[config.mk]
export PLATFORM = sky130hd
export DESIGN_NAME = scheduler_top
export DESIGN_NICKNAME = d
export VERILOG_FILES = /design/src/verilog/scheduler_pkg.sv /design/src/verilog/age_matrix.sv /design/src/verilog/grant_planner.sv /design/src/verilog/scheduler_top.sv /design/src/verilog/slot_allocator.sv
export VERILOG_INCLUDE_DIRS = /design/src /design/src/verilog
export SDC_FILE = /design/constraint.sdc
export NUM_CORES = 1
export LEC_CHECK = 0
export ABC_AREA = 1
export BUFFER_PORTS_ARGS = -buffer_cell sky130_fd_sc_hd__buf_4
export CAP_MARGIN = 20
export CORE_ASPECT_RATIO = 1.5
export CORE_MARGIN = 10
export CORE_UTILIZATION = 30
export CTS_BUF_LIST = sky130_fd_sc_hd__clkbuf_8
export DETAILED_ROUTE_END_ITERATION = 10
export PLACE_DENSITY = 0.69
export SYNTH_ARGS = -nofsm -noshare
export SYNTH_HDL_FRONTEND = slang
export SYNTH_SLANG_ARGS = --single-unit
[constraint.sdc]
create_clock -name main_clk -period 2.75 [get_ports main_clk]
set_clock_uncertainty 0.1 [all_clocks]
set_input_delay 0.1375 -clock main_clk [delete_from_list [all_inputs] [get_ports main_clk]]
set_output_delay 0.1375 -clock main_clk [all_outputs]
set_load 0.01 [all_outputs]
[src/verilog/scheduler_config.svh]
`ifndef SCHEDULER_CONFIG_SVH
`define SCHEDULER_CONFIG_SVH

// window geometry. The window is split into equal groups of slots.
`define SCHED_SLOT_COUNT 8
`define SCHED_GROUP_SIZE 4

// at most this many instructions may enter the window in one cycle.
`define SCHED_MAX_ISSUE 3

// width of every count and set index, wide enough for SCHED_MAX_ISSUE.
`define SCHED_INDEX_WIDTH 2

`endif

[src/verilog/scheduler_pkg.sv]
`default_nettype none

`include "scheduler_config.svh"

package scheduler_pkg;

	// one bit per window slot, used for occupancy, free and enter masks.
	typedef logic [`SCHED_SLOT_COUNT-1:0] slot_mask_t;

	// a count of instructions, zero up to the maximum issue width.
	typedef logic [`SCHED_INDEX_WIDTH-1:0] issue_count_t;

	// rank of an entering instruction among those entering in the same cycle.
	typedef logic [`SCHED_INDEX_WIDTH-1:0] set_index_t;

	// one row of the age matrix.
	// bit j of row i set means slot i entered after slot j.
	typedef logic [`SCHED_SLOT_COUNT-1:0] age_row_t;

endpackage

`default_nettype wire

[src/verilog/age_matrix.sv]
`timescale 1ns/1ps
`default_nettype none

`include "scheduler_config.svh"

module age_matrix
	import scheduler_pkg::*;
(
	input wire main_clk,
	input wire rst_n,
	input wire slot_mask_t enter_mask,
	output age_row_t after_matrix [0:`SCHED_SLOT_COUNT-1]
);

	typedef age_row_t [`SCHED_SLOT_COUNT-1:0] age_table_t;

	// *******************************************************************
	// matrix helpers
	// *******************************************************************

	// only the upper half of a table is trusted. The lower half is taken
	// as its inverse and the diagonal is cleared.
	function automatic age_table_t normalize(input age_table_t raw);
		age_table_t fixed;
		for (int i = 0; i < `SCHED_SLOT_COUNT; i++) begin
			for (int j = 0; j < `SCHED_SLOT_COUNT; j++) begin
				if (i == j) begin
					fixed[i][j] = 1'b0;
				end else if (j > i) begin
					fixed[i][j] = raw[i][j];
				end else begin
					fixed[i][j] = !raw[j][i];
				end
			end
		end
		return fixed;
	endfunction

	// after reset a higher slot counts as younger than a lower one.
	function automatic age_table_t initial_order();
		age_table_t m;
		for (int i = 0; i < `SCHED_SLOT_COUNT; i++) begin
			for (int j = 0; j < `SCHED_SLOT_COUNT; j++) begin
				m[i][j] = (j < i);
			end
		end
		return m;
	endfunction

	function automatic logic is_consistent(input age_table_t m);
		logic ok;
		ok = 1'b1;
		for (int i = 0; i < `SCHED_SLOT_COUNT; i++) begin
			if (m[i][i]) begin
				ok = 1'b0;
			end
			for (int j = i + 1; j < `SCHED_SLOT_COUNT; j++) begin
				if (m[i][j] == m[j][i]) begin
					ok = 1'b0;
				end
			end
		end
		return ok;
	endfunction

	// *******************************************************************
	// update
	// *******************************************************************

	age_table_t stored;
	age_table_t view;
	age_table_t entered;
	age_table_t next_matrix;

	assign view = normalize(stored);

	// entries are applied in slot order. An entering slot becomes after
	// every other slot, then its column is cleared so that no one is
	// after it. When two slots enter together the later step wins, so
	// the higher slot ends up the younger one.
	always_comb begin
		entered = view;
		for (int i = 0; i < `SCHED_SLOT_COUNT; i++) begin
			if (enter_mask[i]) begin
				entered[i] = '1;
				for (int r = 0; r < `SCHED_SLOT_COUNT; r++) begin
					entered[r][i] = 1'b0;
				end
			end
		end
	end

	assign next_matrix = normalize(entered);

	always_ff @(posedge main_clk) begin
		if (!rst_n) begin
			stored <= initial_order();
		end else begin
			stored <= next_matrix;
		end
	end

	always_comb begin
		for (int i = 0; i < `SCHED_SLOT_COUNT; i++) begin
			after_matrix[i] = view[i];
		end
	end

	// the row and column writes alone already keep the order strict.
	a_order_consistent: assert property (
		@(posedge main_clk) disable iff (!rst_n)
		is_consistent(entered)
	);

endmodule

`default_nettype wire

[src/verilog/grant_planner.sv]
`timescale 1ns/1ps
`default_nettype none

`include "scheduler_config.svh"

module grant_planner
	import scheduler_pkg::*;
(
	input wire main_clk,
	input wire rst_n,
	input wire slot_mask_t slot_valid_next,
	input wire issue_count_t ready_count_next,
	input wire flush_next,
	output slot_mask_t free_mask,
	output issue_count_t count_lo,
	output issue_count_t count_hi
);

	// *******************************************************************
	// free slot counting
	// *******************************************************************

	// counts the free slots of one group and clips the result to the
	// issue width, since no group can ever take more than that.
	function automatic issue_count_t sat_free_count(
		input logic [`SCHED_GROUP_SIZE-1:0] bits
	);
		int unsigned total;
		total = 0;
		for (int i = 0; i < `SCHED_GROUP_SIZE; i++) begin
			total = total + int'(bits[i]);
		end
		if (total > `SCHED_MAX_ISSUE) begin
			total = `SCHED_MAX_ISSUE;
		end
		return issue_count_t'(total);
	endfunction

	slot_mask_t free_next;
	issue_count_t free_lo;
	issue_count_t free_hi;
	issue_count_t grant_lo;
	issue_count_t grant_hi;
	issue_count_t remain;

	assign free_next = ~slot_valid_next;
	assign free_lo = sat_free_count(free_next[`SCHED_GROUP_SIZE-1:0]);
	assign free_hi = sat_free_count(free_next[`SCHED_SLOT_COUNT-1:`SCHED_GROUP_SIZE]);

	// *******************************************************************
	// ready count split
	// *******************************************************************

	// the low group is served first. Whatever it cannot absorb spills
	// over to the high group, clipped again by the high group's room.
	always_comb begin
		grant_lo = (ready_count_next < free_lo) ? ready_count_next : free_lo;
		remain = ready_count_next - grant_lo;
		grant_hi = (remain < free_hi) ? remain : free_hi;
		if (flush_next) begin
			grant_lo = '0;
			grant_hi = '0;
		end
	end

	always_ff @(posedge main_clk) begin
		if (!rst_n) begin
			count_lo <= '0;
			count_hi <= '0;
		end else begin
			count_lo <= grant_lo;
			count_hi <= grant_hi;
		end
	end

	// stage two sees the free slots of the same cycle as the counts.
	always_ff @(posedge main_clk) begin
		free_mask <= free_next;
	end

	// the two groups together never admit more than one issue bundle.
	a_split_within_issue: assert property (
		@(posedge main_clk) disable iff (!rst_n)
		({1'b0, count_lo} + {1'b0, count_hi}) <= `SCHED_MAX_ISSUE
	);

endmodule

`default_nettype wire

[src/verilog/scheduler_top.sv]
`timescale 1ns/1ps
`default_nettype none

`include "scheduler_config.svh"

module scheduler_top
	import scheduler_pkg::*;
(
	input wire main_clk,
	input wire rst_n,
	input wire slot_mask_t slot_valid_next,
	input wire issue_count_t ready_count_next,
	input wire flush_next,
	output slot_mask_t enter_mask,
	output set_index_t set_index [0:`SCHED_SLOT_COUNT-1],
	output issue_count_t used_count,
	output age_row_t after_matrix [0:`SCHED_SLOT_COUNT-1]
);

	// registered plan from stage one.
	slot_mask_t free_mask;
	issue_count_t count_lo;
	issue_count_t count_hi;

	grant_planner grant_planner_i (
		.main_clk(main_clk),
		.rst_n(rst_n),
		.slot_valid_next(slot_valid_next),
		.ready_count_next(ready_count_next),
		.flush_next(flush_next),
		.free_mask(free_mask),
		.count_lo(count_lo),
		.count_hi(count_hi)
	);

	slot_allocator slot_allocator_i (
		.free_mask(free_mask),
		.count_lo(count_lo),
		.count_hi(count_hi),
		.enter_mask(enter_mask),
		.set_index(set_index),
		.used_count(used_count)
	);

	age_matrix age_matrix_i (
		.main_clk(main_clk),
		.rst_n(rst_n),
		.enter_mask(enter_mask),
		.after_matrix(after_matrix)
	);

endmodule

`default_nettype wire

[src/verilog/slot_allocator.sv]
`timescale 1ns/1ps
`default_nettype none

`include "scheduler_config.svh"

module slot_allocator
	import scheduler_pkg::*;
(
	input wire slot_mask_t free_mask,
	input wire issue_count_t count_lo,
	input wire issue_count_t count_hi,
	output slot_mask_t enter_mask,
	output set_index_t set_index [0:`SCHED_SLOT_COUNT-1],
	output issue_count_t used_count
);

	localparam int GROUP_COUNT = `SCHED_SLOT_COUNT / `SCHED_GROUP_SIZE;

	// *******************************************************************
	// lowest free slot selection
	// *******************************************************************

	// each group is walked from its lowest slot upward. The first free
	// slots, as many as the group was granted, are marked as entering.
	// ranks in the high group continue after those of the low group, so
	// the set indexes of one cycle form a dense range starting at zero.
	always_comb begin
		issue_count_t left;
		issue_count_t base;
		issue_count_t rank;
		int slot;
		enter_mask = '0;
		for (int s = 0; s < `SCHED_SLOT_COUNT; s++) begin
			set_index[s] = '0;
		end
		for (int g = 0; g < GROUP_COUNT; g++) begin
			// group 0 is the low group, every other group is the high one.
			left = (g == 0) ? count_lo : count_hi;
			base = (g == 0) ? issue_count_t'(0) : count_lo;
			rank = '0;
			for (int k = 0; k < `SCHED_GROUP_SIZE; k++) begin
				slot = g * `SCHED_GROUP_SIZE + k;
				if (rank != left && free_mask[slot]) begin
					enter_mask[slot] = 1'b1;
					set_index[slot] = base + rank;
					rank = rank + issue_count_t'(1);
				end
			end
		end
	end

	// every granted instruction finds a slot, since the planner never
	// grants a group more than it has free.
	assign used_count = count_lo + count_hi;

	// the planner's grant must line up with the free slots it registered.
	always_comb begin
		a_enter_matches_used: assert #0 ($countones(enter_mask) == int'(used_count));
	end

endmodule

`default_nettype wire
==> results.md <==
* Clock Power Share at 26.6%
* Placer Congestion at 0.849
* Max_cap viols at 0
* H-tree level count at 2
* R2R cell count at 17
* Final nets at 441
* Hold Crit Start: flush_next
* Crit Reg-Reg Endpoint: age_matrix_i.after_matrix[36]$_SDFFE_PP0P_
* Core area at 6850 um^2
* Top cell type's share of synthesized area at 38.2%
* Hold Fails Final Rpt at 0
* Share of layout cells above drive strength 1 at 42.9%
* Overall routing resource usage at 11.5%
* # port buffers at 91
* Placed instance area at 2940 um^2
* Die X-Extent at 88.2 um
* CTS tree: done
* Drt wl/cell at 13.2 um
* Req. time, crit path at 2.51 ns
* VDD IR-drop max at 200 uV
* Top cells by count, synth: 77 x inv_1, 40 x dfxtp_1, 31 x nor2_1
* Most frequent cell after synthesis: inv_1
* CTS max path bufs at 2
* IO Pins at 103
* Sequential share of power at 37.9%
* Power Density at 504 nW/um^2
* CTS clk-pin slew, worst paths at 0.07 ns
* Status: finished, final reports clean
* ANT nets after route at 0
* Diode count at 0
* CTS sink count at 40
* Design Area, Final at 3410 um^2
* Period minus WS final at 2.74 ns
* Drt pass-1 iters at 4
* Switching share of power at 31.1%
* Vias in the first global route at 2168
* DRT iter0 DRCs at 86
* Flop-to-flop setup slack at 0.32 ns
* Number of vias per cell at 4.23
* RSZ-0062 raised after global routing: true
* CP Launch Type: flop
* GRT overflow at 0
* Full die area at 10800 um^2
* WHS Endpoint: grant_planner_i.count_hi[0]$_SDFF_PP0_
* Critical Path End Type: primary output
* Hold path cells at 4
* Async SR Flop Fraction at 0%
* Register area share after synthesis at 38.2%
* Worst Hold Slack at 0.0183 ns
* First-pass GRT wire length at 10000 um
* Pleak at 1.77 nW
* Tcrit/Tclk final at 99.5%
* HPWL after DPL at 5140 um
* Vias post-DR at 2065
* Root Buffer Master: clkbuf_8
* FMAX at 365 MHz
* Arr. time, crit path at 2.50 ns
* CTS Buf Count at 5
* Initial cell density of the core at 30.6%
* Synth top area cells: dfxtp_1 38%, inv_1 14%, ha_1 10%, nor2_1 5.6%, nand2_1 5.2%
* Post-synthesis to final-layout area growth at 62.7%
* Comb pwr share at 35.4%
* Netlist Area Pre-Place at 2090 um^2
* Largest net degree at the start of global routing at 13
* HP Class: input pin to flop
* Ys flop type: dfxtp_1
* Post-synth cell types at 27
* Residual DRC count at 0
* Std-Cell Rows at 37
* Post-synth EDFFs at 0
* Syn. warnings at 0
* R2r startpoint: grant_planner_i.count_lo[1]$_SDFF_PP0_
* Synth area leader: dfxtp_1
* Int Pwr at 1.18 mW
* CP Max Fanout at 3
* Final Max Tran Viols at 0
* Synthesized flop and latch total at 40
* Final wirelength at 6460 um
* Sw Pwr at 0.534 mW
* Worst skew pair latency at 0.29 ns
* Setup CP Type: flop to primary output
* Cells after synthesis at 273
* Die height at 122 um
* Antenna violations before repair at 0
* Syn Area/Cell at 7.67 um^2
* Final setup vio count at 0
-- sequential cells by signal, summed over array words and instances (netlist names) --
name                       cells
grant_planner_i.free_mask      8
age_matrix_i.after_matrix     28
grant_planner_i.count_hi       2
grant_planner_i.count_lo       2
-- per-stage QoR --
stage | instances | total power [mW] | worst slack, ns | util, % | TNS, ns
finish | 488 | 1.72 | 0.0133 | 49.7 | 0
global placement | 452 | 1.17 | 0.0543 | 42.9 | 0
detailed placement | 452 | 1.18 | -0.0307 | 42.9 | -0.0307
global route | 488 | 1.82 | -0.103 | 49.7 | -0.236
CTS | 480 | 1.70 | -0.00681 | 48.2 | -0.00681
floorplan | 283 | 0.954 | 0.00479 | - | 0
-- per-layer routing --
layer	up-vias	global-route usage (%)	part of all wire (%)
met5	-	0	0
li1	1047	-	-
met2	75	21.4	55
met1	933	10.8	34
met3	10	3.98	8.9
met4	0	5.68	2.2
-- cells in the final DEF, fill, tap and decap left out, types with 3 or more instances in the layout --
cell type      count
buf_4            120
inv_1             71
dfxtp_1           36
nand2_1           27
nor2_1            26
a21oi_1           18
ha_1              12
conb_1            11
nand3_1           10
nor2_2             8
dlygate4sd3_1      8
inv_2              7
nand2_4            6
clkbuf_8           5
nand2_2            4
xor2_1             4
ha_4               4
xnor2_1            3
buf_6              3
-- critical path, cell delays in order, from the launching register on --
cell and delay, ns:
dfxtp_4 0.37, nor2_4 0.05, nor3_4 0.18, inv_2 0.07, ha_4 0.28, inv_2 0.04, nand2_2 0.06, nand2_2 0.08
nand2_4 0.09, nand2_4 0.05, xor2_1 0.15, ha_2 0.20, xor2_2 0.15, nand3b_1 0.17, a21oi_2 0.14, buf_4 0.14
-- how the worst max path moves through the flow --
stage / startpoint / end / slack [ns] / cells after the start
floorplan: grant_planner_i.count_lo[1]$_SDFF_PP0_ / set_index[8] / 0.005 / 16
global placement: slot_valid_next[0] / grant_planner_i.count_hi[0]$_SDFF_PP0_ / 0.05 / 18
detailed placement: slot_valid_next[0] / grant_planner_i.count_hi[0]$_SDFF_PP0_ / -0.03 / 18
CTS: grant_planner_i.count_hi[1]$_SDFF_PP0_ / set_index[1] / -0.007 / 15
global route: grant_planner_i.count_hi[1]$_SDFF_PP0_ / set_index[1] / -0.10 / 15
finish: grant_planner_i.count_hi[1]$_SDFF_PP0_ / set_index[1] / 0.01 / 15
-- kinds of logic after synthesis --
kind of cell,after synthesis,synth area share (%)
compound gates,22,5.50
xor+xnor,9,3.76
fa+ha+maj,19,12.1
buf+inv,91,18.8
flops,40,38.2
other cells,1,0.179
simple gates,91,21.5
-- cell type report --
type / instances / area (um^2)
Tap cell: 78 / 97.6
Clock buffer: 5 / 68.8
Timing Repair Buffer: 131 / 1010
Inverter: 79 / 302
Multi-Input combinational cell: 152 / 1080
Fill cell: 682 / 3440
Clock inverter: 3 / 38.8
Sequential cell: 40 / 811
-- repair_timing --
item / CTS / global route
hold buffers: 8 / 0
gates resized for setup: 20 / 14
pin swaps: 10 / 18
buffers inserted: 12 / 8
endpoints found under the setup margin: 6 / 5
endpoints found under the hold margin: 8 / 0
-- power groups by stage --
stage | sequential [mW] | combinational (mW) | clock, mW
after floorplan | 0.678 | 0.276 | 0
after global placement | 0.664 | 0.502 | 0
after detailed placement | 0.665 | 0.512 | 0
after CTS | 0.651 | 0.574 | 0.475
after global routing | 0.656 | 0.669 | 0.494
final | 0.651 | 0.609 | 0.457
Note: power is estimated with default switching activity, not from simulation.
